File: config.mk
export PLATFORM = sky130hd
export DESIGN_NAME = pid_core_flat
export DESIGN_NICKNAME = d
export VERILOG_FILES = /design/src/rtl/pid_pkg.sv /design/src/rtl/loop_cfg_if.sv /design/src/rtl/pid_core.sv /design/src/flat_wrapper.sv
export VERILOG_INCLUDE_DIRS = /design/src /design/src/rtl
export SDC_FILE = /design/constraint.sdc
export NUM_CORES = 2
export LEC_CHECK = 0
export ABC_AREA = 1
export BUFFER_PORTS_ARGS = -buffer_cell sky130_fd_sc_hd__clkbuf_2
export CAP_MARGIN = 10
export CORE_ASPECT_RATIO = 0.9
export CORE_UTILIZATION = 40
export CTS_CLUSTER_DIAMETER = 30
export CTS_CLUSTER_SIZE = 12
export DETAILED_ROUTE_END_ITERATION = 8
export PLACE_DENSITY = 0.63
export SLEW_MARGIN = 20
export SYNTH_ARGS = -nofsm -noshare
export SYNTH_HDL_FRONTEND = slang
export SYNTH_SLANG_ARGS = --single-unit
File: constraint.sdc
create_clock -name clk50 -period 13.6 [get_ports clk50]
set_input_delay 1.36 -clock clk50 [delete_from_list [all_inputs] [get_ports clk50]]
set_output_delay 1.36 -clock clk50 [all_outputs]
set_load 0.005 [all_outputs]
File: src/rtl/pid_params.svh
`ifndef PID_PARAMS_SVH
`define PID_PARAMS_SVH

// data path widths
`define W_SAMPLE 18
`define W_DAC 16
`define W_COEF 16
`define W_OSM 3
// pid sum and integral, wide enough for i_coef * integral
`define W_ACC 40

// number of servo channels, adc line a -> ch 0, line b -> ch 1
`define N_CHAN 2

// adc timing in clk50 cycles
`define ADC_CYCLE 200
`define CONVST_LEN 4

// dac8568 write to input register and update channel
`define DAC_CMD 4'b0011

`endif
File: src/rtl/pid_pkg.sv
`default_nettype none

`include "pid_params.svh"

package pid_pkg;

	typedef logic signed [`W_SAMPLE-1:0] sample_t;	// adc sample or setpoint
	typedef logic signed [`W_COEF-1:0] coef_t;		// integer pid gain
	typedef logic [`W_DAC-1:0] dac_code_t;			// straight binary dac code
	typedef logic [3:0] dac_chan_t;					// dac8568 address field

	// dac8568 frame, msb goes out first
	typedef struct packed {
		logic [3:0] prefix;		// don't care bits, sent as zero
		logic [3:0] command;
		dac_chan_t address;
		dac_code_t data;
		logic [3:0] feature;	// unused here
	} dac_fields_t;

	// one 32 bit word seen as frame fields or as raw shift word
	typedef union packed {
		dac_fields_t fields;
		logic [31:0] raw;
	} dac_instr_u;

endpackage

`default_nettype wire

File: src/rtl/loop_cfg_if.sv
`timescale 1ns/1ns
`default_nettype none

`include "pid_params.svh"

// static loop settings, fanned out to every channel
interface loop_cfg_if;

	pid_pkg::sample_t setpoint;
	pid_pkg::coef_t p_coef;
	pid_pkg::coef_t i_coef;
	pid_pkg::coef_t d_coef;
	logic [`W_OSM-1:0] osm;		// average over 2^osm samples
	logic lock_en;				// low -> output held at out_init
	pid_pkg::dac_code_t out_min;
	pid_pkg::dac_code_t out_max;
	pid_pkg::dac_code_t out_init;	// also the output offset when locked

	modport filter (input osm);
	modport pid (input setpoint, p_coef, i_coef, d_coef, lock_en, out_min, out_max, out_init);

endinterface

`default_nettype wire

File: src/rtl/pid_core.sv
`timescale 1ns/1ns
`default_nettype none

`include "pid_params.svh"

module pid_core (
	input  logic               clk50,
	input  logic               rst_n,
	loop_cfg_if.pid            cfg,
	input  pid_pkg::sample_t   avg,
	input  logic               avg_valid,
	output pid_pkg::dac_code_t code,
	output logic               code_valid
);

localparam int W_ERR = `W_SAMPLE + 1;	// setpoint - avg
localparam int W_DIF = `W_SAMPLE + 2;	// err - prev_err

// stage 1
logic signed [W_ERR-1:0]  err;
logic signed [W_ERR-1:0]  err_q;
logic signed [W_ERR-1:0]  prev_err;
logic signed [W_DIF-1:0]  diff_q;
logic signed [`W_ACC-1:0] integ;	// running sum of err
logic                     s1_valid;
logic                     s1_lock;

// stage 2
logic signed [`W_ACC-1:0] p_term;
logic signed [`W_ACC-1:0] i_term;
logic signed [`W_ACC-1:0] d_term;
logic signed [`W_ACC-1:0] pid_sum;
pid_pkg::dac_code_t       clamped;

assign err = cfg.setpoint - avg;

always_ff @(posedge clk50) begin
	if (!rst_n) begin
		s1_valid <= 1'b0;
		s1_lock <= 1'b0;
		integ <= '0;
		prev_err <= '0;
		code_valid <= 1'b0;
	end else begin
		s1_valid <= avg_valid;
		s1_lock <= cfg.lock_en;
		code_valid <= s1_valid;
		if (!cfg.lock_en) begin	// unlocked, history restarts from zero
			integ <= '0;
			prev_err <= '0;
		end else if (avg_valid) begin
			integ <= integ + err;
			prev_err <= err;
		end
	end
end

always_ff @(posedge clk50) begin
	if (avg_valid) begin
		err_q <= err;
		diff_q <= err - prev_err;
	end
	if (s1_valid) code <= s1_lock ? clamped : cfg.out_init;
end

// products wrap at W_ACC bits
always_comb begin
	p_term = cfg.p_coef * err_q;
	i_term = cfg.i_coef * integ;
	d_term = cfg.d_coef * diff_q;
	pid_sum = p_term + i_term + d_term + $signed({1'b0, cfg.out_init});	// offset
	if (pid_sum < $signed({1'b0, cfg.out_min})) clamped = cfg.out_min;
	else if (pid_sum > $signed({1'b0, cfg.out_max})) clamped = cfg.out_max;
	else clamped = pid_sum[`W_DAC-1:0];
end

endmodule

`default_nettype wire

File: src/flat_wrapper.sv
// flat-port wrapper written by rule: the top's interface ports become plain ports
module pid_core_flat 
  (clk50, rst_n, avg, avg_valid, code, code_valid, cfg_setpoint, cfg_p_coef, cfg_i_coef, cfg_d_coef, cfg_lock_en, cfg_out_min, cfg_out_max, cfg_out_init);
  loop_cfg_if cfg_i ();
  input  logic clk50;
  input  logic rst_n;
  input  pid_pkg::sample_t avg;
  input  logic avg_valid;
  output pid_pkg::dac_code_t code;
  output logic code_valid;
  input wire logic [$bits(cfg_i.setpoint)-1:0] cfg_setpoint;
  input wire logic [$bits(cfg_i.p_coef)-1:0] cfg_p_coef;
  input wire logic [$bits(cfg_i.i_coef)-1:0] cfg_i_coef;
  input wire logic [$bits(cfg_i.d_coef)-1:0] cfg_d_coef;
  input wire logic [$bits(cfg_i.lock_en)-1:0] cfg_lock_en;
  input wire logic [$bits(cfg_i.out_min)-1:0] cfg_out_min;
  input wire logic [$bits(cfg_i.out_max)-1:0] cfg_out_max;
  input wire logic [$bits(cfg_i.out_init)-1:0] cfg_out_init;
  assign cfg_i.setpoint = cfg_setpoint;
  assign cfg_i.p_coef = cfg_p_coef;
  assign cfg_i.i_coef = cfg_i_coef;
  assign cfg_i.d_coef = cfg_d_coef;
  assign cfg_i.lock_en = cfg_lock_en;
  assign cfg_i.out_min = cfg_out_min;
  assign cfg_i.out_max = cfg_out_max;
  assign cfg_i.out_init = cfg_out_init;
  pid_core u_core (.clk50(clk50), .rst_n(rst_n), .cfg(cfg_i), .avg(avg), .avg_valid(avg_valid), .code(code), .code_valid(code_valid));
endmodule
# Yosys cells after proc, flatten, opt, wreduce, memory -nomap -nowiden
# Index checks and enable logic that the tools add are counted.
word_totals:
  wordCells: 23
  ram_bits: 0
  n_memories: 0
  rom_bits: 0
  inputBits: 136
  out_inout_bits: 17
  ff_bits: 117
  latch_bits: 0
op_classes:
  bitwise: 0
  magnitude_cmp: 2
  multipliers: 3
  n_reduce_logical: 1
  n_mux: 3
  add_sub_neg: 6
  n_eq_ne: 0
  n_div: 0
  shifts: 0
op_table:
  columns: ["operator", "n"]
  rows:
  - ["$add 40x40->40", 2]
  - ["$mux 16", 3]
  - ["$add 40x17->40", 1]
  - ["$add 40x19->40", 1]
  - ["$gt 40x17->1", 1]
  - ["$lt 40x17->1", 1]
  - ["$mul 16x40->40", 1]
  - ["$mul 16x20->36", 1]
  - ["$mul 16x19->35", 1]
  - ["$sub 19x19->20", 1]
  - ["$sub 18x18->19", 1]
  - ["$reduce_and 2->1", 1]

# Logic depth before layout (Yosys ltp)
depth:
  ltp_word: 8
  ltp_mapped: 67
  ltp_nobuf: 64

# Worst setup path after synthesis
# No wires, ideal clock.
synth_timing:
  kind: "input -> register"
  startpoint: "input port cfg_p_coef[1]"
  endpoint: "register u_core.code[14], data pin"
  t_required_ns: 13.348
  setup_ns: 0.252
  t_arrival_ns: 12.175
  path_buffers: 3
  cell_stages: 56
  slack_ns: 1.172
  path_cell_list: "clkbuf_1 -> clkbuf_1 -> nand2_1 -> fa_1 -> inv_1 -> fa_1 -> inv_1 -> fa_1 -> inv_1 -> fa_1 -> fa_1 -> fa_1 -> ha_1 -> a21oi_1 -> a21boi_1 -> o21ai_1 -> a21oi_1 -> inv_1 -> [20 not listed] -> nand2_1 -> nor2_2 -> nand3_1 -> nand3_1 -> nand2_1 -> nand3_1 -> nand2_1 -> inv_1 -> nand3_2 -> nand2_4 -> inv_2 -> a41oi_4 -> nand2_4 -> buf_6 -> nand2_2 -> nand3_1 -> nand2_1 -> nand2_1"
synth_between:
  elab_chain_cells: 8
synth_rtl:
  columns: ["element", "line", "text"]
  rows:
  - ["start: declaration", "flat_wrapper.sv:12", "input wire logic [$bits(cfg_i.p_coef)-1:0] cfg_p_coef;"]
  - ["$mul 16x19->35 *", "pid_core.sv:68", "p_term = cfg.p_coef * err_q;"]
  - ["$add 40x40->40 * (2 in series)", "pid_core.sv:71", "pid_sum = p_term + i_term + d_term + $signed({1'b0, cfg.out_init});"]
  - ["$add 40x17->40 *", "pid_core.sv:71", null]
  - ["$gt 40x17->1", "pid_core.sv:73", "else if (pid_sum > $signed({1'b0, cfg.out_max})) clamped = cfg.out_max;"]
  - ["$mux 16", "pid_core.sv:73", null]
  - ["$mux 16 *", "pid_core.sv:72", "if (pid_sum < $signed({1'b0, cfg.out_min})) clamped = cfg.out_min;"]
  - ["$mux 16 *", "pid_core.sv:63", "if (s1_valid) code <= s1_lock ? clamped : cfg.out_init;"]
  - ["end signal: assignment", "pid_core.sv:63", null]
  - ["end: declaration", "pid_core.sv:12", "output pid_pkg::dac_code_t code,"]
# Mark *: on every way between the ends. The rest lies on a longest branch, timed or not.
# A chain may end at the register's enable or synchronous reset.

# Worst setup path in the final report
layout_timing:
  startpoint: "input port cfg_p_coef[5]"
  endpoint: "register u_core.code[0], data pin"
# Same word-level chain as after synthesis.

==> impl_summary.md <==
Critical path
The cell with the biggest individual delay on the critical path is xor2_1. The kind of start point of the critical path is an input pin. The largest fanout on the critical path is 16. STA classifies the critical path endpoint as a flip-flop. The cell that appears most often on the critical path is nand2_1. The arrival time at the worst endpoint is 13180 ps. STA puts the critical path data required time at 13850 ps. The worst setup path is of the in2reg kind. The worst register-to-register path ends at u_core.code[0]. In this run the critical register-to-register path is launched from u_core.err_q[15]. The maximum cell stage delay along the critical path is 590 ps. Setup slack on the worst reg-to-reg path comes out at between 1000 and 1500 ps.

The number of cells on the worst reg-to-reg path is 56.

Hold path
The number of cells on the worst hold path is 2. The startpoint of the lowest-slack hold path is u_core.prev_err[2]. The destination of the worst hold path is u_core.prev_err[2]. The worst hold path belongs to the class reg2reg.

Global routing
The initial antenna violation count is 5. Summed over all layers, the global routing overflow is 0. The overall global routing resource usage is 22.4%.

Entering global routing, the biggest net connects 48 pins. The first global-routing pass estimated 233 mm of wire. The via count of the first global-routing pass is 42900.

Floorplanning
The initial standard-cell utilization of the core is 40.4%. The die outline width is about 380 µm. The total I/O pin count is 153. The number of rows in the core area is about 130. The die covers 0.132 mm². The area of the core is 0.129 mm². The floorplan step set the die height to 345 µm.

Drt
The detail-routed via count per cell is 4.84. In the routed design, unresolved DRC markers number 8. The remaining number of nets flagged by the antenna check after routing is 0. The average wire length per cell after detail routing is 16.8 µm. After detailed routing, the total wire length is 143 mm. The DRC marker count from the first detailed-route iteration is approximately 2900.

The routed layout has about 41000 vias. For this run, the detailed router's first-pass iteration total came to 8.

Layout
The net count of the finished layout is between 8000 and 9000. The final-layout fill cell count is 13000. Summing all multi-input logic gate instances after layout gives 0.0405 mm². The sequential cells in the finished layout cover a total of 0.00289 mm². Cells with a size suffix above 1 make up under 10% of the layout. The area growth from synthesis to layout is 6.10%.

Clocking
The cell chosen for the clock root is clkbuf_16. In this run the deepest clock path goes through 2 buffers. The H-tree level count is 4.

The clock reaches the later pin of the worst-skew pair after 510 ps. The TritonCTS buffer count is 17. The clock net in this run drives a total of 117 sinks. The count of hold buffers inserted by post-cts repair is 0.

Buffers added to address setup during post-CTS repair amount to 0. The clock tree from TritonCTS is built. Clock-pin slew was measured on the worst setup and hold paths at 70 ps. The number of gates resized after CTS was 0.

Logic synthesis
The number of nets handed over by synthesis was 8480. The commonest cells after synthesis are inv_1 (2064), nand2_1 (1772), fa_1 (1133), ha_1 (419), a21oi_1 (241). inv_1 is the most common cell in the netlist. Of all flip-flops after synthesis, the portion carrying an async set or reset was 0%. The share of synthesized area occupied by flip-flops and latches is 5.54%. The number of synthesized flops with an enable pin is between 50 and 60. Averaged over all synthesized cells, the footprint is 7.69 µm². Of all cell types, the one taking the most synthesized area is fa_1. By area the synthesized netlist is led by fa_1 (43%), inv_1 (15%), nand2_1 (13%), ha_1 (10%), edfxtp_1 (3.2%). The synthesized design contains ~120 register bits. In this run the cell area of the synthesized design comes to 0.0522 mm². The distinct cell type count after synthesis is between 50 and 60. The top cell type by area accounts for 43.4% of the synthesized area. For this run, the leading register cell type out of synthesis is dfxtp_1.

The warning count from the yosys run is 0. The count of mapped cells out of synthesis is 6792.

STA
Static timing analysis puts the maximum clock frequency at 77.3 MHz. The final sum of negative setup slack is 0 ps. The smallest clock period supported by the final layout is computed as 12930 ps.

The final critical path takes up a little over nine tenths of the cycle. The count of endpoints failing hold in the final timing report came to 0. The slew at the pin closest to its max-slew limit is 1170 ps.

The number of failing setup endpoints in the final timing report is 0. Setup repair after global routing left no endpoint under its margin. The total count of max-transition violations in the final report is 0.

In this run the tightest slew margin relative to its limit is 21.2%. Between clock sinks in the finished design, the worst skew comes to 18.7 ps.

Job
Max-cap violations in this run came to 0.

Placement
The congestion estimate from routability-driven global placement came to 0.932. The wire-length estimate of the detail-placed layout is 122 mm. The count of buffers added on input and output ports is 152.

Status
The run finished, with violations left. The final reports fail on DRC.
[logic make-up (layout without fill, tap and decap cells)]
| kind of cell | count (synthesis) | count (layout) | share of synthesized area (%) |
|---|---|---|---|
| AOI/OAI and AO/OA | 434 | 434 | 4.61 |
| xor gates and xnor gates | 159 | 159 | 2.68 |
| adders and majority gates | 1552 | 1552 | 53.4 |
| buffers and inverters | 2359 | 2370 | 17.0 |
| DFF | 117 | 117 | 5.54 |
| other | 0 | 3 | 0 |
| and+or+nand+nor | 2171 | 2171 | 16.7 |
[per-stage QoR]
step | cell area, µm² | hold slack [ps] | cells | setup WS (ps) | util, %
3_3_place_gp | 54800 | 463 | 8485 | 317 | 42.4
5_1_grt | 55400 | 532 | 8520 | 5.88 | 42.9
2_1_floorplan | 52200 | 439 | 6792 | 1170 | -
4_1_cts | 55400 | 478 | 8517 | 749 | 42.8
3_5_place_dp | 54800 | 468 | 8485 | 233 | 42.4
6_report | 55400 | 474 | 8520 | 668 | 42.9
[metal layers]
metal	share of wire [%]	global-route usage [%]
met1	44	30.4
met2	48	37.8
met5	0.0077	0
met3	5.8	2.77
met4	2.6	6.10
[final cells by class]
class | count | area share, %
Antenna cell | 3 | 0.0135
Clock buffer | 17 | 0.767
Clock inverter | 15 | 0.278
Inverter | 2090 | 14.2
Multi-Input combinational cell | 4316 | 73.0
Sequential cell | 117 | 5.22
Tap cell | 1714 | 3.87
Timing Repair Buffer | 248 | 2.72
[critical path, delay by kind of cell]
| family | cells | cell delay (ps) |
|---|---|---|
| AOI/OAI and AO/OA | 3 | 550 |
| xor gates and xnor gates | 1 | 590 |
| adders and majority gates | 15 | 6760 |
| buffers and inverters | 14 | 1320 |
| and+or+nand+nor | 25 | 2540 |
[how the worst max path moves through the flow]
stage                                  to  cells after the start           from
after floorplan           u_core.code[14]                     56  cfg_p_coef[1]
after global placement     u_core.code[0]                     61  cfg_p_coef[1]
after detailed placement  u_core.code[14]                     56  cfg_p_coef[1]
after CTS                 u_core.code[14]                     57  cfg_p_coef[1]
after global routing      u_core.code[15]                     60  cfg_p_coef[1]
final                      u_core.code[0]                     58  cfg_p_coef[5]
[sequential cells by signal (all words and copies together) (netlist names)]
name	count
u_core.code_valid	1
u_core.err_q	19
u_core.code	16
u_core.diff_q	20
u_core.integ	40
u_core.prev_err	19
u_core.s1_valid	1
u_core.s1_lock	1
[cell usage in the layout, fill, tap and decap left out, drive strengths merged, types with 54 or more instances in the layout]
cell,instances
nor2,156
inv,2100
xor2,105
edfxtp,55
nand2,1797
xnor2,54
ha,419
o21ai,110
nand3,138
fa,1133
dfxtp,62
clkbuf,167
a21oi,244
buf,98
Power is not shown: default switching activity piles up to over one toggle a cycle in this logic, so the estimate is an artifact.
