### config.mk
export PLATFORM = sky130hd
export DESIGN_NAME = adc_reader
export DESIGN_NICKNAME = d
export VERILOG_FILES = /design/src/rtl/pid_pkg.sv /design/src/rtl/adc_reader.sv
export VERILOG_INCLUDE_DIRS = /design/src /design/src/rtl
export SDC_FILE = /design/constraint.sdc
export NUM_CORES = 1
export LEC_CHECK = 0
export BUFFER_PORTS_ARGS = -buffer_cell sky130_fd_sc_hd__buf_2
export CAP_MARGIN = 5
export CORE_ASPECT_RATIO = 0.5
export CORE_MARGIN = 5
export CORE_UTILIZATION = 45
export CTS_CLUSTER_DIAMETER = 50
export DETAILED_ROUTE_END_ITERATION = 7
export PLACE_DENSITY = 0.65
export SETUP_SLACK_MARGIN = 0.2
export SYNTH_ARGS = -nofsm -noshare
export SYNTH_HDL_FRONTEND = slang
export SYNTH_SLANG_ARGS = --single-unit
### constraint.sdc
create_clock -name clk50 -period 3.2 [get_ports clk50]
set_clock_uncertainty 0.05 [all_clocks]
set_input_delay 0.64 -clock clk50 [delete_from_list [all_inputs] [get_ports clk50]]
set_output_delay 0.64 -clock clk50 [all_outputs]
set_load 0.02 [all_outputs]
### src/rtl/pid_params.svh
`ifndef PID_PARAMS_SVH
`define PID_PARAMS_SVH

// data path widths
`define W_SAMPLE 18
`define W_DAC 16
`define W_COEF 16
`define W_OSM 3
// pid sum and integral, wide enough for i_coef * integral
`define W_ACC 40

// number of servo channels, adc line a -> ch 0, line b -> ch 1
`define N_CHAN 2

// adc timing in clk50 cycles
`define ADC_CYCLE 200
`define CONVST_LEN 4

// dac8568 write to input register and update channel
`define DAC_CMD 4'b0011

`endif
### src/rtl/pid_pkg.sv
`default_nettype none

`include "pid_params.svh"

package pid_pkg;

	typedef logic signed [`W_SAMPLE-1:0] sample_t;	// adc sample or setpoint
	typedef logic signed [`W_COEF-1:0] coef_t;		// integer pid gain
	typedef logic [`W_DAC-1:0] dac_code_t;			// straight binary dac code
	typedef logic [3:0] dac_chan_t;					// dac8568 address field

	// dac8568 frame, msb goes out first
	typedef struct packed {
		logic [3:0] prefix;		// don't care bits, sent as zero
		logic [3:0] command;
		dac_chan_t address;
		dac_code_t data;
		logic [3:0] feature;	// unused here
	} dac_fields_t;

	// one 32 bit word seen as frame fields or as raw shift word
	typedef union packed {
		dac_fields_t fields;
		logic [31:0] raw;
	} dac_instr_u;

endpackage

`default_nettype wire

### src/rtl/adc_reader.sv
`timescale 1ns/1ns
`default_nettype none

`include "pid_params.svh"

module adc_reader (
	input  logic             clk50,
	input  logic             rst_n,
	input  logic             adc_busy,
	input  logic             adc_data_a,
	input  logic             adc_data_b,
	output logic             adc_convst,
	output logic             adc_n_cs,
	output logic             adc_sclk,
	output pid_pkg::sample_t sample_a,
	output pid_pkg::sample_t sample_b,
	output logic             sample_valid
);

localparam int W_CYC = $clog2(`ADC_CYCLE);
localparam int W_BIT = $clog2(`W_SAMPLE);

// fsm encoding
localparam logic [2:0] S_IDLE  = 3'd0;
localparam logic [2:0] S_CONV  = 3'd1;	// convst high
localparam logic [2:0] S_WAIT  = 3'd2;	// wait for busy to drop
localparam logic [2:0] S_SHIFT = 3'd3;
localparam logic [2:0] S_DONE  = 3'd4;

logic [2:0]       state;
logic [W_CYC-1:0] cyc_cnt;	// free running conversion period
logic [W_BIT-1:0] bit_cnt;
logic             busy_q;
pid_pkg::sample_t sh_a;
pid_pkg::sample_t sh_b;

//////////////////////////////
// conversion timing
//////////////////////////////

always_ff @(posedge clk50) begin
	if (!rst_n) begin
		cyc_cnt <= W_CYC'(`CONVST_LEN - 1);	// first convst after a full period
		adc_convst <= 1'b0;
	end else begin
		cyc_cnt <= (cyc_cnt == W_CYC'(`ADC_CYCLE - 1)) ? '0 : cyc_cnt + 1'b1;
		adc_convst <= (cyc_cnt == W_CYC'(`ADC_CYCLE - 1)) |
			(cyc_cnt < W_CYC'(`CONVST_LEN - 1));	// high while cyc_cnt 0..CONVST_LEN-1
	end
end

//////////////////////////////
// readout fsm
//////////////////////////////

always_ff @(posedge clk50) begin
	if (!rst_n) begin
		state <= S_IDLE;
		adc_n_cs <= 1'b1;
		adc_sclk <= 1'b0;
		bit_cnt <= '0;
		busy_q <= 1'b0;
		sample_valid <= 1'b0;
	end else begin
		busy_q <= adc_busy;
		sample_valid <= 1'b0;
		case (state)
			S_IDLE: if (cyc_cnt == W_CYC'(`ADC_CYCLE - 1)) state <= S_CONV;
			S_CONV: if (cyc_cnt == W_CYC'(`CONVST_LEN - 1)) state <= S_WAIT;
			S_WAIT: begin
				if (busy_q && !adc_busy) begin	// falling busy, conversion done
					adc_n_cs <= 1'b0;
					bit_cnt <= '0;
					state <= S_SHIFT;
				end
			end
			S_SHIFT: begin
				adc_sclk <= !adc_sclk;	// period of two clocks
				if (adc_sclk) begin
					bit_cnt <= bit_cnt + 1'b1;
					if (bit_cnt == W_BIT'(`W_SAMPLE - 1)) state <= S_DONE;
				end
			end
			S_DONE: begin
				adc_n_cs <= 1'b1;
				sample_valid <= 1'b1;	// both channels at once
				state <= S_IDLE;
			end
			default: state <= S_IDLE;
		endcase
	end
end

// data lines sampled as sclk rises, msb first
always_ff @(posedge clk50) begin
	if (state == S_SHIFT && !adc_sclk) begin
		sh_a <= {sh_a[`W_SAMPLE-2:0], adc_data_a};
		sh_b <= {sh_b[`W_SAMPLE-2:0], adc_data_b};
	end
	if (state == S_DONE) begin
		sample_a <= sh_a;
		sample_b <= sh_b;
	end
end

endmodule

`default_nettype wire

Yosys cells after proc, flatten, opt, wreduce, memory -nomap -nowiden
Index checks and enable logic that the tools add are counted.

storage, ports and cells
  word-level logic and storage cells = 54
  input bits = 5
  bits in registers = 93
  output and inout bits = 40

cells by class
  add/subtract/negate cells = 2
  bitwise logic cells = 2
  reduce and logical (&&, ||, !) cells = 11
  order comparisons = 1
  eq/ne operators = 12
  multiplexer cells = 13

operator list
  operator               count
  $mux W3                5
  $pmux W3 S4            1
  $mux W5                2
  $ne A2 B2 Y1 const B   5
  $pmux W5 S2            1
  $add A8 B1 Y8 const B  1
  $eq A8 B2 Y1 const B   1
  $eq A8 B8 Y1 const B   1
  $lt A8 B2 Y1 const B   1
  $eq A3 B2 Y1 const B   2
  $add A5 B1 Y5 const B  1
  $eq A5 B5 Y1 const B   1
  $reduce_and A5 Y1      1
  $reduce_bool A2 Y1     2
  $eq A3 B1 Y1 const B   1
  $eq A3 B3 Y1 const B   1
  $logic_not A3 Y1       1
  $reduce_and A3 Y1      1
  $logic_and A1 B1 Y1    2
  $logic_not A1 Y1       2
  $mux W1                2
  $mux W2                1
  $pmux W1 S2            1
  $reduce_and A2 Y1      1
  3 further kinds        3

Longest topological paths before layout
Gate-level depths: netlist (run 1).

  word-level depth = 4
  mapped depth = 5

Least setup slack after synthesis (run 1)
No wires, ideal clock.

  kind = register to register
  start point = register state[0]
  end point = register sh_a[0], enable pin
  stages on the path, launching flop included = 4
  arrival = 2.057 ns
  path buffers = 1
  setup slack = 0.664 ns
  cells stage by stage = dfxtp_1 -> buf_6 -> nand3b_1 -> nor2_1

on the way
  longest elaborated chain between the ends = 2

RTL lines
  element                 line              text
  start, declared         adc_reader.sv:30  logic [2:0] state;
  start signal, assigned  adc_reader.sv:58  state <= S_IDLE;
  start signal, assigned  adc_reader.sv:68  S_IDLE: if (cyc_cnt == W_CYC'(`ADC_CYCLE - 1)) state <= S_CONV;
  start signal, assigned  adc_reader.sv:69  S_CONV: if (cyc_cnt == W_CYC'(`CONVST_LEN - 1)) state <= S_WAIT;
  $eq A3 B2 Y1            adc_reader.sv:96  if (state == S_SHIFT && !adc_sclk) begin
  $logic_and A1 B1 Y1     adc_reader.sv:96
  end signal, assigned    adc_reader.sv:97  sh_a <= {sh_a[`W_SAMPLE-2:0], adc_data_a};
  end, declared           adc_reader.sv:34  pid_pkg::sample_t sh_a;

Every way passes these cells.
A chain may end at the register's enable or synchronous reset.

Worst setup path after layout (run 1)
  start point = register state[0]
  end point = register sh_a[4], enable pin

Same word-level chain as after synthesis.

==> impl_results.md, run 1 <==
* CTS tree: built
* Yosys warns at 0
* CTS resizes at 0
* Post-Syn Nets at slightly below 200
* Post-DP HPWL at 3100 um
* Routed wire per std cell at ~14 um
* CTS root buf: clkbuf_16
* Diode count at 0
* Area contributors post-synth: edfxtp_1 (67%), dfxtp_1 (13%), o21ai_0 (1.6%)
* Yosys cell types at 36
* Post-Place Cells at about 320
* Worst setup EP type: flip-flop
* Final setup TNS at 0 ns
* Finished Layout Cells at 335
* Syn_area_per_cell at 17.15 sq um
* Clk sinks at a little over 90
* F_max at 528.5 MHz
* Post-synth EDFFs at 72
* Clk Latency, worst-skew pair at 0.33 ns
* H-tree Lvls at 3
* Top_reg_cell synth: edfxtp_1
* Final hold vios at 0
* Pre-antenna DRT Iters at 4
* CP Max Fanout at 36
* Synth Instances at about 190
* WP data arrival at about 1.8 ns
* FFs w/ async S/R, synth at 0
* Rows at 21
* Die extent in y at around 70 um
* Rel. slew slack at 0.3507
* Nets at about 250
* CP required at just over 3 ns
* Dpl cell area at between 3000 and 4000 sq um
* Setup WS pre-CTS at ~1.3 ns
* Antenna violations before repair at 0
* RSZ-0062 raised after global routing: no
* CP Class: reg -> reg
* Postcts setup bufs at 0
* Via count at roughly 1600
* Largest net degree at the start of global routing at 37
* Vias in the first global route at roughly 1600
* Vias per cell at just under 5
* Max-cap violations at 0
* Sequential fraction of the synthesis area at 0.8053
* Hold-fix buffers, CTS at 0
* First-pass GRT wire length at roughly 7800 um
* Period utilization at 0.5913
* Hold Path Class: reg -> reg
* Area Growth Syn to Fin at 19.43%
* Reg clk slew, reported paths at about 0.06 ns
* Total global-route track usage at 0.1140
* Top cell type's share of synthesized area at 0.6742
* Status: complete, no violations
* Antenna-violating nets left at 0
* DRC errors left at 0
* Design Power at roughly 2.4 mW
* Design Area, Final at about 3800 sq um
* Critical Path Start Type: flip-flop
* Core area at between 6000 and 7000 sq um
* Minimum clock period at around 1.9 ns
* Slew Viols, Final at 0
* Clock Tree Buf Depth at 2
* WL final at about 4800 um
* Initial core utilization at 0.4712
* Post-synth top area cell: edfxtp_1
* Die Area at 9017 sq um
* Leak pwr at ~1.3 nW
* Die width at 129.4 um
* Worst-margin pin slew at slightly below 1 ns
* Synthesis-stage register bit count at 93
* Max IR drop VDD at between 0.3 and 0.4 mV
* Count of final setup violators at 0
* Initial DRC count at between 150 and 200
* CTS Buf Count at 9
* Num ports at between 40 and 50
* Post-Syn Area at roughly 3200 sq um
* Pwr dens at around 640 nW/um^2
* Buffers on Ports at 44
* Layout cells sized above 1 at 0.2634
* Synth top cells by count: edfxtp_1 (72), dfxtp_1 (21), o21ai_0 (10), nand2_1 (9), nor2_1 (7)
* Grt ovf at 0
* Most numerous cell in the Yosys netlist: edfxtp_1
* RD Place Congestion at 0.8500
* Worst Slack Setup Final at roughly 1.3 ns
[through the flow]
step | utilization | hold WS [ns]
detailed placement | 0.5163 | 0.3545
global route | 0.5628 | 0.3725
floorplan | - | 0.3503
global placement | 0.5163 | 0.3554
finish | 0.5628 | 0.3698
CTS | 0.5628 | 0.3693
[cell families (layout without fill, tap and decap cells)]
logic type / after synthesis / in the layout / synth area share
AND/OR/NAND/NOR: 48 / 48 / 0.08310
adder cells (fa/ha/maj): 3 / 3 / 0.01171
buffers and inverters: 9 / 65 / 0.01755
multiplexers: 3 / 3 / 0.009364
XOR/XNOR: 4 / 4 / 0.01093
flip-flops: 93 / 93 / 0.8053
AO/OA/AOI/OAI: 27 / 27 / 0.06204
[worst paths after layout]
path | from | end | slack, ns | depth (start not counted)
max | state[0] | sh_a[4] | 1.31 | 2
min | sh_a[17] | sample_a[17] | 0.37 | 0
max reg2reg | state[0] | sh_a[4] | 1.31 | 2
min reg2reg | sh_a[17] | sample_a[17] | 0.37 | 0
[metal layers]
layer  track usage  wire length, um
met5             0                0
met3       0.05769              279
met2        0.1789             2283
met4       0.04540               61
met1        0.1330             2134
[placed cells by master (no fill, tap or decap), drive strengths merged]
cell	synthesis	final
or3	6	6
nor3	3	3
o41ai	1	1
o21a	1	1
o211ai	4	4
bufinv	0	2
o21ai	10	10
a21boi	1	1
o21bai	1	1
ha	3	3
or3b	1	1
clkinvlp	0	2
mux2i	3	3
nand3b	2	2
nor2	7	7
nor2b	4	4
nand2b	2	2
or4	3	3
nand3	4	4
clkbuf	0	10
nor4	1	1
and4b	1	1
clkinv	1	3
xor2	3	3
a21oi	5	5
nand4	2	2
edfxtp	72	72
xnor2	1	1
and3	1	1
buf	4	44
a211oi	1	1
inv	4	4
nand2	9	9
o31ai	1	1
and2	2	2
dfxtp	21	21
a2111oi	2	2
[flip-flops by register name, summed over array words and instances (netlist names)]
name,count
adc_n_cs,1
sample_valid,1
sample_a,18
adc_sclk,1
adc_convst,1
state,3
bit_cnt,5
busy_q,1
cyc_cnt,8
sh_a,18
sample_b,18
sh_b,18
[power by group]
part	total [mW]	switching, mW	internal [mW]	leakage [nW]
clock	1.09	0.410	0.682	0.146
sequential	1.30	0.00862	1.29	0.818
combinational	0.0445	0.0251	0.0194	0.326
[critical path, cell delays in order, from the launching register on]
cell and delay, ns:
dfxtp_1 0.47, nand3b_1 0.20, nor2_4 0.77
[layout make-up]
class | count | area (sq um)
Fill cell | 539 | 2975
Clock inverter | 6 | 87.58
Clock buffer | 10 | 229.0
Sequential cell | 93 | 2582
Tap cell | 92 | 115.1
Multi-Input combinational cell | 85 | 576.8
Inverter | 5 | 18.77
Timing Repair Buffer | 44 | 220.2
Note: power is estimated with default switching activity, not from simulation.
==> inputs of run 2 (changes only) <==
PLACE_DENSITY = 0.68   (was 0.65)
clock period = 1.61 ns   (was 3.2 ns; I/O delays follow)
==> run 2 against run 1 <==
Compared with the run above:
- global-route usage grew 0.73 points
- setup slack got worse by 1.2 ns
- via count up 7.7%
- highest routed layer unchanged
- routed wire length rose by 10%
- largest cell class unchanged
- register-to-register slack worse by 1.2 ns
==> impl_results.md, run 2 (synthesis gave the netlist of run 1 again) <==
* R2r startpoint: state[0]
* WP buf/inv at 0 (unchanged)
* Pre-antenna DRT Iters at 5 (+1)
* Die extent in y at 69.69 um (unchanged)
* Post-DP HPWL at 3323 um (+7.2%)
* CTS root buf: clkbuf_16
* WP data arrival at 1.69 ns (-0.10 ns)
* CP cell instances: or3b_4 -> a2111oi_4 -> mux2i_1
* Worst R2R Path Depth at 3 (+1)
* Finished Layout Cells at 349 (+4.2%)
* Pwr dens at 1164 nW/um^2 (+83%)
* Critical Path Start Type: flip-flop
* Count of final setup violators at 0 (unchanged)
* Reg-to-Reg End: bit_cnt[4]
* CP required at 1.83 ns (-1.27 ns)
* Slew Viols, Final at 0 (unchanged)
* Vias in the first global route at 1746 (+8.4%)
* Antenna-violating nets left at 0 (unchanged)
* Die width at 129.4 um (unchanged)
* Die Area at 9017 sq um (unchanged)
* Leak pwr at 1.367 nW (+5.9%)
* CP delay by family, top: simple AND/OR/NAND/NOR gates
* Design Area, Final at 4006 sq um (+4.6%)
* Clk Latency, worst-skew pair at 0.33 ns (about the same)
* Final setup TNS at 0 ns (unchanged)
* Total global-route track usage at 0.1213 (+0.007335)
* Reg clk slew, reported paths at 0.07 ns (about the same)
* Final hold vios at 0 (unchanged)
* Setup WS pre-CTS at 0.03922 ns (-1.222 ns)
* Hold EP: sh_a[0]
* H-tree Lvls at 3 (unchanged)
* Via count at 1764 (+7.7%)
* Buffers on Ports at 44 (unchanged)
* Slowest cell on crit path: or3b_4
* Design Power at 4.665 mW (+91%)
* Max IR drop VDD at 0.5157 mV (+59%)
* CP Max Fanout at 8 (-78%)
* Grt ovf at 0 (unchanged)
* DRC errors left at 0 (unchanged)
* Hold wc startpoint: adc_data_a
* Clock Tree Buf Depth at 2 (unchanged)
* Diode count at 0 (unchanged)
* Post-Place Cells at 324 (+1.6%)
* Period utilization at 0.9150 (+0.3237)
* WL final at 5248 um (+10%)
* Dpl cell area at 3610 sq um (+2.7%)
* CP Class: reg -> reg
* Worst Slack Setup Final at 0.1368 ns (-1.171 ns)
* Rows at 21 (unchanged)
* R2R Setup Slk at 0.14 ns (-1.17 ns)
* Hold Path Depth at 1 (+1)
* Layout cells sized above 1 at 0.3774 (+0.1141)
* Hold Path Class: in -> reg
* RD Place Congestion at 0.8506 (about the same)
* Routed wire per std cell at 15.04 um (+5.8%)
* Clk sinks at 93 (unchanged)
* Initial core utilization at 0.4712 (unchanged)
* Core area at 6805 sq um (unchanged)
* RSZ-0062 raised after global routing: yes
* Area Growth Syn to Fin at 24.93%
* CTS Buf Count at 9 (unchanged)
* WHS at 0.1095 ns (-0.2603 ns)
* Status: complete, no violations
* Hold-fix buffers, CTS at 0 (unchanged)
* Initial DRC count at 145 (-8.2%)
* Worst-margin pin slew at 0.3669 ns (-0.6047 ns)
* Worst path max stage delay at 0.44 ns (-0.33 ns)
* First-pass GRT wire length at 8362 um (+7.4%)
* Most common cell after layout, fill and taps aside: edfxtp_1
* CTS tree: built
* Commonest cells after routing, fill and taps aside: edfxtp_1 (72), buf_2 (44), buf_4 (11)
* Vias per cell at 5.054 (+3.4%)
* Worst setup EP type: flip-flop
* Nets at 260 (+5.7%)
* Antenna violations before repair at 0 (unchanged)
* Final design utilization at 0.5887 (+0.02592)
* Num ports at 45 (unchanged)
* Minimum clock period at 1.473 ns (-0.4191 ns)
* Max-cap violations at 0 (unchanged)
* Largest net degree at the start of global routing at 37 (unchanged)
* F_max at 678.8 MHz (+28%)
* Rel. slew slack at 0.7548 (+0.4041)
==> run 2: power breakdown <==
part	internal (mW)	switching (mW)	leakage, nW
registers	2.57	0.0211	0.823
clock network	1.07	0.893	0.136
logic	0.0589	0.0577	0.408
==> run 2: what timing repair did <==
item	CTS	global route
pin swaps	4	3
cloned	0	0
endpoints found under the setup margin	27	76
setup buffers	5	4
gates resized for setup	6	13
==> run 2: metal layers <==
layer / wire [um] / global-route usage / vias up
met5: 0 / 0 / -
met2: 2627 / 0.1984 / 41
li1: - / - / 846
met3: 321 / 0.04692 / 9
met4: 90 / 0.06403 / 0
met1: 2209 / 0.1373 / 868
==> run 2: how the worst max path moves through the flow <==
| stage | slack (ns) | cells past startpoint | end | startpoint |
|---|---|---|---|---|
| after floorplan | 0.04 | 3 | sh_a[0] | state[0] |
| after global placement | 0.09 | 4 | bit_cnt[4] | adc_busy |
| after detailed placement | 0.04 | 4 | bit_cnt[4] | adc_busy |
| after CTS | 0.15 | 3 | bit_cnt[4] | state[0] |
| after global routing | 0.08 | 3 | bit_cnt[4] | state[0] |
| final | 0.14 | 3 | bit_cnt[4] | state[0] |
==> run 2: final cells by class <==
type | count | area (sq um)
Clock buffer | 9 | 225.2
Clock inverter | 7 | 57.56
Fill cell | 503 | 2799
Inverter | 5 | 18.77
Multi-Input combinational cell | 85 | 624.3
Sequential cell | 93 | 2603
Tap cell | 92 | 115.1
Timing Repair Buffer | 58 | 362.8
