<file path="src/rtl/pid_params.svh">
`ifndef PID_PARAMS_SVH
`define PID_PARAMS_SVH

// data path widths
`define W_SAMPLE 18
`define W_DAC 16
`define W_COEF 16
`define W_OSM 3
// pid sum and integral, wide enough for i_coef * integral
`define W_ACC 40

// number of servo channels, adc line a -> ch 0, line b -> ch 1
`define N_CHAN 2

// adc timing in clk50 cycles
`define ADC_CYCLE 200
`define CONVST_LEN 4

// dac8568 write to input register and update channel
`define DAC_CMD 4'b0011

`endif
</file>
<file path="src/rtl/pid_pkg.sv">
`default_nettype none

`include "pid_params.svh"

package pid_pkg;

	typedef logic signed [`W_SAMPLE-1:0] sample_t;	// adc sample or setpoint
	typedef logic signed [`W_COEF-1:0] coef_t;		// integer pid gain
	typedef logic [`W_DAC-1:0] dac_code_t;			// straight binary dac code
	typedef logic [3:0] dac_chan_t;					// dac8568 address field

	// dac8568 frame, msb goes out first
	typedef struct packed {
		logic [3:0] prefix;		// don't care bits, sent as zero
		logic [3:0] command;
		dac_chan_t address;
		dac_code_t data;
		logic [3:0] feature;	// unused here
	} dac_fields_t;

	// one 32 bit word seen as frame fields or as raw shift word
	typedef union packed {
		dac_fields_t fields;
		logic [31:0] raw;
	} dac_instr_u;

endpackage

`default_nettype wire

</file>
<file path="src/rtl/loop_cfg_if.sv">
`timescale 1ns/1ns
`default_nettype none

`include "pid_params.svh"

// static loop settings, fanned out to every channel
interface loop_cfg_if;

	pid_pkg::sample_t setpoint;
	pid_pkg::coef_t p_coef;
	pid_pkg::coef_t i_coef;
	pid_pkg::coef_t d_coef;
	logic [`W_OSM-1:0] osm;		// average over 2^osm samples
	logic lock_en;				// low -> output held at out_init
	pid_pkg::dac_code_t out_min;
	pid_pkg::dac_code_t out_max;
	pid_pkg::dac_code_t out_init;	// also the output offset when locked

	modport filter (input osm);
	modport pid (input setpoint, p_coef, i_coef, d_coef, lock_en, out_min, out_max, out_init);

endinterface

`default_nettype wire

</file>
<file path="src/rtl/oversample_filter.sv">
`timescale 1ns/1ns
`default_nettype none

`include "pid_params.svh"

module oversample_filter (
	input  logic             clk50,
	input  logic             rst_n,
	loop_cfg_if.filter       cfg,
	input  pid_pkg::sample_t sample,
	input  logic             sample_valid,
	output pid_pkg::sample_t avg,
	output logic             avg_valid
);

localparam int W_CNT = (1 << `W_OSM) - 1;	// max count 2^osm - 1
localparam int W_SUM = `W_SAMPLE + W_CNT;	// sum of up to 2^W_CNT samples

logic signed [W_SUM-1:0] acc;
logic signed [W_SUM-1:0] sum_next;
logic [W_CNT-1:0]        cnt;
logic [W_CNT:0]          span;	// 2^osm
logic                    last;	// this sample closes the window

assign sum_next = acc + sample;	// sample sign extended
assign span = (W_CNT + 1)'(1) << cfg.osm;
assign last = ({1'b0, cnt} >= span - 1'b1);	// >= so a smaller osm never stalls

always_ff @(posedge clk50) begin
	if (!rst_n) begin
		acc <= '0;
		cnt <= '0;
		avg_valid <= 1'b0;
	end else begin
		avg_valid <= sample_valid && last;
		if (sample_valid) begin
			if (last) begin	// restart window
				acc <= '0;
				cnt <= '0;
			end else begin
				acc <= sum_next;
				cnt <= cnt + 1'b1;
			end
		end
	end
end

// arithmetic shift divides by 2^osm, osm 0 passes the sample through
always_ff @(posedge clk50) begin
	if (sample_valid && last) avg <= pid_pkg::sample_t'(sum_next >>> cfg.osm);
end

endmodule

`default_nettype wire

</file>
<file path="src/flat_wrapper.sv">
// flat-port wrapper written by rule: the top's interface ports become plain ports
module oversample_filter_flat 
  (clk50, rst_n, sample, sample_valid, avg, avg_valid, cfg_osm);
  loop_cfg_if cfg_i ();
  input  logic clk50;
  input  logic rst_n;
  input  pid_pkg::sample_t sample;
  input  logic sample_valid;
  output pid_pkg::sample_t avg;
  output logic avg_valid;
  input wire logic [$bits(cfg_i.osm)-1:0] cfg_osm;
  assign cfg_i.osm = cfg_osm;
  oversample_filter u_core (.clk50(clk50), .rst_n(rst_n), .cfg(cfg_i), .sample(sample), .sample_valid(sample_valid), .avg(avg), .avg_valid(avg_valid));
endmodule
</file>
<file path="config.mk">
export PLATFORM = sky130hd
export DESIGN_NAME = oversample_filter_flat
export DESIGN_NICKNAME = d
export VERILOG_FILES = /design/src/rtl/pid_pkg.sv /design/src/rtl/loop_cfg_if.sv /design/src/rtl/oversample_filter.sv /design/src/flat_wrapper.sv
export VERILOG_INCLUDE_DIRS = /design/src /design/src/rtl
export SDC_FILE = /design/constraint.sdc
export NUM_CORES = 1
export LEC_CHECK = 0
export CORE_MARGIN = 2
export CORE_UTILIZATION = 54
export CTS_CLUSTER_DIAMETER = 50
export DETAILED_ROUTE_END_ITERATION = 10
export DONT_BUFFER_PORTS = 1
export PLACE_DENSITY = 0.74
export SLEW_MARGIN = 20
export SYNTH_ARGS = -nofsm -noshare
export SYNTH_HDL_FRONTEND = slang
export SYNTH_SLANG_ARGS = --single-unit
</file>
<file path="constraint.sdc">
create_clock -name clk50 -period 3.5 [get_ports clk50]
set_input_delay 0.175 -clock clk50 [delete_from_list [all_inputs] [get_ports clk50]]
set_output_delay 0.175 -clock clk50 [all_outputs]
set_load 0.1 [all_outputs]
</file>
======== After elaboration in Yosys (flattened, before gate mapping) ========
Cells that the tools add are included.
storage, ports and cells
  bits in registers ....................... 51
  input port bits ......................... 24
  output and inout port bits .............. 19
  word-level logic and storage cells ...... 13
cells by class
  add/subtract/negate cells ............... 3
  $lt $le $gt $ge ......................... 1
  shift operators ......................... 2
  muxes and demuxes ....................... 2
  reductions and logical operators ........ 1
operators with widths
  operator               number
  $add A25 B18 Y25       1
  $mux W25               1
  $sshr A25 B3 Y18       1
  $ge A7 B8 Y1           1
  $shl A1 B3 Y8 const A  1
  $sub A8 B1 Y8 const B  1
  $add A7 B1 Y7 const B  1
  $mux W7                1
  $logic_and A1 B1 Y1    1

======== Longest topological paths before layout ========
Gate-level depths: netlist (run 1).
  word-level depth ........................ 4
  mapped depth ............................ 16
  depth with buffers taken out ............ 11

======== Worst setup path before layout (run 1) ========
Ideal clock, no wire load.
  path kind ............................... input port to flip-flop
  start point ............................. in cfg_osm[0]
  end point ............................... reg u_core.avg[0], enable pin
  library setup time ...................... 0.393 ns
  arrival ................................. 3.238 ns
  required time ........................... 3.107 ns
  slack ................................... -0.131 ns
  stages on the path ...................... 13
  buffers on the path ..................... 4
  path through ............................ buf_1 -> buf_1 -> or3_1 -> ha_1 -> clkbuf_1 -> nor3_1 -> a21oi_1 -> o32a_1 -> ha_1 -> a21oi_1 -> o21a_1 -> clkbuf_1 -> nor2_1
on the way
  word-level cells in the longest chain between the ends .. 4
RTL lines
  item                  RTL line                 source
  start, declared       flat_wrapper.sv:11       input wire logic [$bits(cfg_i.osm)-1:0] cfg_osm;
  $shl A1 B3 Y8         oversample_filter.sv:26  assign span = (W_CNT + 1)'(1) << cfg.osm;
  $sub A8 B1 Y8         oversample_filter.sv:27  assign last = ({1'b0, cnt} >= span - 1'b1);
  $ge A7 B8 Y1          oversample_filter.sv:27
  $logic_and A1 B1 Y1   oversample_filter.sv:50  if (sample_valid && last) avg <= pid_pkg::sample_t'(sum_next >>> cfg.osm);
  end signal, assigned  oversample_filter.sv:50
  end, declared         oversample_filter.sv:12  output pid_pkg::sample_t avg,
Every way passes these cells.
A chain may end at the register's enable or synchronous reset.

======== Worst setup path after layout (run 1) ========
  start point ............................. reg u_core.acc[0]
  end point ............................... reg u_core.avg[12] (data pin)
on the way
  word-level cells in the longest chain between the ends .. 2
RTL lines
  item                    RTL line                 source
  start, declared         oversample_filter.sv:19  logic signed [W_SUM-1:0] acc;
  start signal, assigned  oversample_filter.sv:41  acc <= sum_next;
  $add A25 B18 Y25        oversample_filter.sv:25  assign sum_next = acc + sample;
  $sshr A25 B3 Y18        oversample_filter.sv:50
Every way passes these cells.

==> impl_metrics.yaml, run 1 <==
worst_setup_path:
  slowest_delay_ns: 0.41
  criticalPathCategory: "flip-flop to flip-flop"
  worstSetupEndpoint: "u_core.avg[12]"
  r2r_end: "u_core.avg[12]"
  ff2ff_path_depth: 10
  crit_arrival_ns: 3.42
  critPathTopFamily: "compound AO/OA/AOI/OAI gates"
  cp-end-kind: "flip-flop"
  cp_num_buf_inv: 0
  startpoint: "u_core.acc[0]"
  crit_fanout: 5
  slowest_stage: "fa_1"
  cp-start-kind: "flip-flop"
  crit_top_cell: "mux2_2"
  rrSetupSlack_ns: 0.16
  rr_startpoint: "u_core.acc[0]"
  cp_num_cells: 10
  critical_path_required_ns: 3.57
  crit_chain: "ha_1 > fa_1 > a21o_1 > a221oi_4 > o31a_1 > mux2_2 > a311o_1 > nor3_2 > mux2i_1 > mux2_2"
die:
  core_area_um2: 7650
  start_util: 0.552
  ioPinCount: 43
  fp.dieH_um: 92.4
  die_area_um2: 8530
  chipWidth_um: 92.4
  rows: 32
worst_hold_path:
  hold_depth: 1
  hp-class: "input port to flip-flop"
yosys:
  synth.distinct_cells: 57
  syn_avg_cell_area_um2: 8.42
  ys_ff_latch: 51
  synth_nets: 559
  ys_warn_count: 0
  ys_top_cells_by_area: "dfxtp_1 (16%), edfxtp_1 (13%), ha_1 (9.8%)"
  synth_most_common_cell: "nand2_1"
  synthCells: 501
  synth.largest_area_cell: "dfxtp_1"
  syn-cell-area_um2: 4220
  synthSimpleGateAreaFrac: 0.182
  yosysSeqAreaShare: 0.285
  synth_compound_area_frac: 0.228
  synthArstFlopShare: 0
  synth_common_cells: "nand2_1 (69), a21oi_1 (35), dfxtp_1 (33), ha_1 (33), nor2_1 (32)"
  synth_fa_ha_area_frac: 0.103
  synth_xor_xnor_area_share: 0.0664
  synthMuxAreaShare: 0.0929
  synth_top_family_by_area: "compound AO/OA/AOI/OAI gates"
  synth-main-ff-cell: "dfxtp_1"
  synth_top_area_frac: 0.157
  synth_edf_count: 18
sta:
  post-route-min-period_ns: 3.34
  hold_viol: 0
  tightest_slew_ns: 0.931
  clock.fmax_mhz: 299
  hold_ws_ns: 0.00590
  setup_ws_ns: 0.157
  rsz0062_at_grt: "no"
  relSlewSlack: 0.378
  post-route-period-util: 0.955
  maxSlewViolCount: 0
  finalSetupTns_ns: 0
  finClkSkew_ns: 0.0138
  finalSetupViolCount: 0
routing:
  drt-vias-per-instance: 6.23
  drt_pass1_iterations: 5
  wl_um: 9800
  route.met2.wl_um: 4380
  wl_met1_um: 4760
  drc_errors: 0
  wl_met3_um: 570
  highest_layer: "met4"
  antenna_left: 0
  wl_per_cell_um: 16.7
  drt-initial-drc-count: 158
  num_vias: 3642
power:
  power.leakage_nw: 1.76
  vdd_drop_max_mv: 0.218
  power_density_nw_per_um2: 465
clock_tree:
  path_clk_slew_ns: 0.10
  root_buffer: "clkbuf_8"
  htreeDepth: 2
  cts_setup_buffers: 0
  numCtsBuffers: 5
  insertion_delay_ns: 0.31
  cts.sinks: 51
  cts_buffer_depth: 2
  cts_tree: "yes"
layout:
  finish.utilization: 0.575
  n_antenna_cell: 0
  areaGrowthSynthToFinish_pct: 4.27
  drive_gt1_frac: 0.0663
  n_fill_cell: 687
  fin_nets: 540
grt:
  track_usage: 0.234
  grt_max_degree: 40
  grt-ovfl-total: 0
  grt_pass1_vias: 3386
  antenna_found_initial: 0
  grt_pass1_wl_um: 16100
placement:
  io_buffers: 0
  pre_cts_ws_ns: 0.112
  routabilityCongestion: 0.911
  hpwlAfterDp_um: 7080
run_status:
  status: "finished, final reports clean"
run:
  drv_cap: 0
==> worst min-delay path by stage <==
stage                    from                to  slack [ns]
2_1_floorplan  u_core.acc[24]    u_core.acc[24]        0.45
3_3_place_gp            rst_n  u_core.avg_valid        0.31
3_5_place_dp            rst_n  u_core.avg_valid        0.31
6_report                rst_n     u_core.acc[2]       0.006
4_1_cts                 rst_n    u_core.acc[24]      0.0005
5_1_grt                 rst_n    u_core.acc[14]      0.0003
==> state kept, by name, summed over array words and instances, names as in the netlist <==
signal and flops:
u_core.cnt 7, u_core.acc 25, u_core.avg_valid 1, u_core.avg 18
==> cell usage in the layout, fill, tap and decap left out, types with 4 or more instances in the layout <==
master	n
nand3_1	30
a21o_1	8
o21bai_1	5
a21boi_0	22
edfxtp_1	18
inv_1	13
mux2i_1	14
nor2b_1	8
nand2_1	69
o21ai_0	23
a21oi_1	35
xnor2_1	15
nand4_1	7
xor2_1	17
and3_1	4
a22oi_1	5
mux4_2	7
buf_4	5
mux2_2	6
o211ai_1	5
nor3_1	8
clkbuf_8	5
dfxtp_1	33
nor2_1	31
a211oi_1	8
ha_1	33
==> through the flow <==
stage | instance area (um2) | instances | total power [mW]
3_5_place_dp | 4250 | 574 | 1.61
4_1_cts | 4380 | 584 | 2.04
5_1_grt | 4400 | 585 | 2.18
6_report | 4400 | 585 | 2.05
2_1_floorplan | 4220 | 501 | 1.44
3_3_place_gp | 4250 | 574 | 1.60
==> logic make-up (layout without fill, tap and decap cells) <==
kind of cell | Yosys count | in the layout
compound gates | 139 | 139
mux | 28 | 28
simple gates | 170 | 170
fa+ha+maj | 34 | 34
buf+inv | 47 | 29
flops | 51 | 51
xor+xnor | 32 | 32
==> where the power goes <==
part / internal [mW] / switching (mW) / total [mW]
clock network: 0.214 / 0.205 / 0.418
registers: 0.674 / 0.0318 / 0.705
logic: 0.389 / 0.533 / 0.921
total: 1.28 / 0.769 / 2.05
==> routing by layer <==
metal | vias to the layer above | global-route usage
met1 | 1729 | 0.327
met2 | 121 | 0.375
met4 | 0 | 0.0547
met5 | - | 0
met3 | 6 | 0.0423
li1 | 1786 | -
==> what timing repair did <==
item,CTS,global route
hold buffers,2,1
hold endpoints to repair,4,2
gates resized for setup,0,2
setup endpoints to repair,0,5
==> cell type report <==
type | instances | area, um2 | area share
Inverter | 13 | 48.8 | 0.0111
Sequential cell | 51 | 1200 | 0.273
Clock inverter | 2 | 37.5 | 0.00853
Tap cell | 102 | 128 | 0.0290
Clock buffer | 6 | 72.6 | 0.0165
Multi-Input combinational cell | 403 | 2840 | 0.646
Timing Repair Buffer | 8 | 67.6 | 0.0154
No activity file was read; power rests on OpenSTA's default activity.
==> run 2, diff against run 1 <==
--- a/config.mk
+++ b/config.mk
@@ -6,11 +6,13 @@
 export SDC_FILE = /design/constraint.sdc
 export NUM_CORES = 1
 export LEC_CHECK = 0
+export ABC_AREA = 1
 export CORE_MARGIN = 2
 export CORE_UTILIZATION = 54
 export CTS_CLUSTER_DIAMETER = 50
 export DETAILED_ROUTE_END_ITERATION = 10
 export DONT_BUFFER_PORTS = 1
+export GPL_TIMING_DRIVEN = 0
 export PLACE_DENSITY = 0.74
 export SLEW_MARGIN = 20
 export SYNTH_ARGS = -nofsm -noshare
==> impl_metrics.yaml, run 2 <==
routing:
  drt_pass1_iterations: 5
  drt-vias-per-instance: 5.67
  wl_per_cell_um: 15.7
  num_vias: 4807
  drt-initial-drc-count: 339
  antenna_left: 0
  wl_um: 13300
  drc_errors: 0
clock_tree:
  insertion_delay_ns: 0.31
  cts_buffer_depth: 2
  numCtsBuffers: 5
  cts.sinks: 51
  cts_tree: "yes"
  path_clk_slew_ns: 0.10
  htreeDepth: 2
  root_buffer: "clkbuf_8"
layout:
  final_common_cell: "nand2_1"
  final_cell_mix: "nand2_1 (239), nand3_1 (120), inv_1 (96)"
  drive_gt1_frac: 0.0592
  fin_nets: 800
  multi_input_area_um2: 2920
  regMostFlops: "u_core.acc"
  n_fill_cell: 880
  finish.utilization: 0.587
  n_antenna_cell: 0
  final-seq-area_um2: 1200
  largest_reg_flops: 25
  areaGrowthSynthToFinish_pct: 4.96
  top_regs: "u_core.acc: 25 flops, u_core.avg: 18 flops, u_core.cnt: 7 flops"
yosys:
  ys_ff_latch: 51
  synth-main-ff-cell: "dfxtp_1"
  synth_top_area_frac: 0.195
  synthCells: 734
  synth_edf_count: 18
  synth_common_cells: "nand2_1 (239), nand3_1 (120), inv_1 (96)"
  ys_warn_count: 0
  ys_top_cells_by_area: "nand2_1 (20%), dfxtp_1 (14%), nand3_1 (13%)"
  syn-cell-area_um2: 4590
  synth_most_common_cell: "nand2_1"
  synth.distinct_cells: 36
  syn_avg_cell_area_um2: 6.26
  yosysSeqAreaShare: 0.262
  synth.largest_area_cell: "nand2_1"
  synthArstFlopShare: 0
  synth_nets: 792
power:
  swShare: 0.431
  power_frac_comb: 0.451
  power_density_nw_per_um2: 395
  finalPower_mw: 1.90
  power.internal_mw: 1.08
  power.leakage_nw: 2.52
  power_switching_mw: 0.820
  seqPwrFrac: 0.364
  p_clk_frac: 0.185
  vdd_drop_max_mv: 0.212
grt:
  grt-ovfl-total: 0
  grt_max_degree: 19
  track_usage: 0.303
  grt_pass1_vias: 4502
  antenna_found_initial: 0
  grt_pass1_wl_um: 21500
sta:
  clock.fmax_mhz: 362
  setup_ws_ns: 0.737
  hold_viol: 0
  finalSetupViolCount: 0
  post-route-min-period_ns: 2.76
  post-route-period-util: 0.789
  hold_ws_ns: 0.0416
  rsz0062_at_grt: "no"
  maxSlewViolCount: 0
  relSlewSlack: 0.370
  tightest_slew_ns: 0.944
  finClkSkew_ns: 0.00781
  finalSetupTns_ns: 0
die:
  ioPinCount: 43
  start_util: 0.559
  die_area_um2: 9260
  chipWidth_um: 96.2
  core_area_um2: 8220
  fp.dieH_um: 96.2
  rows: 33
placement:
  hpwlAfterDp_um: 11100
  io_buffers: 0
  pre_cts_ws_ns: 0.489
  routabilityCongestion: 0.978
worst_setup_path:
  cp-end-kind: "flip-flop"
  crit_arrival_ns: 3.00
  cp-start-kind: "input port"
  criticalPathCategory: "input port to flip-flop"
  crit_fanout: 10
  critical_path_required_ns: 3.74
  rrSetupSlack_ns: 0.98
run_status:
  status: "finished, final reports clean"
run:
  drv_cap: 0
worst_hold_path:
  hp-class: "input port to flip-flop"
-- run 2: cell types whose count changed after synthesis, sizes merged, moves of 9 or more --
cell,previous run,this run
o21ai,23,7
mux2i,14,2
xor2,17,8
nor2,32,49
clkbuf,24,6
nand2,69,252
inv,13,98
a21boi,22,0
nand3,30,123
xnor2,15,5
-- run 2: worst max-delay path, stage by stage --
cell     delay, ns
buf_2         0.16
inv_1         0.13
nor2_1        0.22
nand2_1       0.09
ha_1          0.22
o21ai_0       0.11
a21oi_1       0.07
a21oi_1       0.19
ha_1          0.27
and3_1        0.18
nand4_1       0.09
nand4_1       0.20
inv_1         0.24
buf_2         0.35
nand3_1       0.15
a21oi_1       0.14
-- run 2: what timing repair did --
action                                 CTS  global route
buffers inserted                         0             0
hold buffers                             1             0
gates resized for setup                  0             0
endpoints found under the hold margin    1             0
-- run 2: metal layers --
layer	vias up	wire length, um	global-route usage
met5	-	0	0
met4	0	470	0.111
met3	34	851	0.0454
met2	181	6320	0.520
met1	2178	5700	0.383
li1	2414	-	-
-- run 2: final timing paths --
path | from | endpoint | cells after the start
setup / recovery | cfg_osm[0] | u_core.acc[17] | 16
hold / removal | sample_valid | u_core.cnt[0] | 3
setup reg to reg | u_core.acc[0] | u_core.avg[3] | 12
hold reg to reg | u_core.acc[15] | u_core.acc[15] | 2
-- run 2: kinds of logic after synthesis --
group | count (synthesis) | synth area share
buffers and inverters | 120 | 0.103
xor gates and xnor gates | 13 | 0.0248
DFF | 51 | 0.262
adders and majority gates | 34 | 0.0943
and+or+nand+nor | 451 | 0.435
AOI/OAI and AO/OA | 63 | 0.0771
muxes | 2 | 0.00436
-- run 2: power by group through the flow --
stage | Combinational, mW | Clock (mW) | Sequential (mW)
floorplan | 0.644 | 0 | 0.700
global placement | 0.825 | 0 | 0.705
detailed placement | 0.840 | 0 | 0.707
CTS | 0.847 | 0.366 | 0.693
global route | 0.969 | 0.378 | 0.698
finish | 0.859 | 0.352 | 0.693
-- run 2: stage by stage --
step	area (um2)	std cells
after CTS	4820	848
final	4820	848
after global routing	4820	848
after floorplan	4590	734
after global placement	4720	839
after detailed placement	4720	839
-- run 2: cell type report --
class,instances,share of cell area
repair buffers,1,0.00208
inverters,101,0.0787
clock buffers,5,0.0143
flip-flops and latches,51,0.249
multi-input cells,563,0.606
plain buffers,19,0.0192
well taps,105,0.0273
clock inverters,3,0.00363
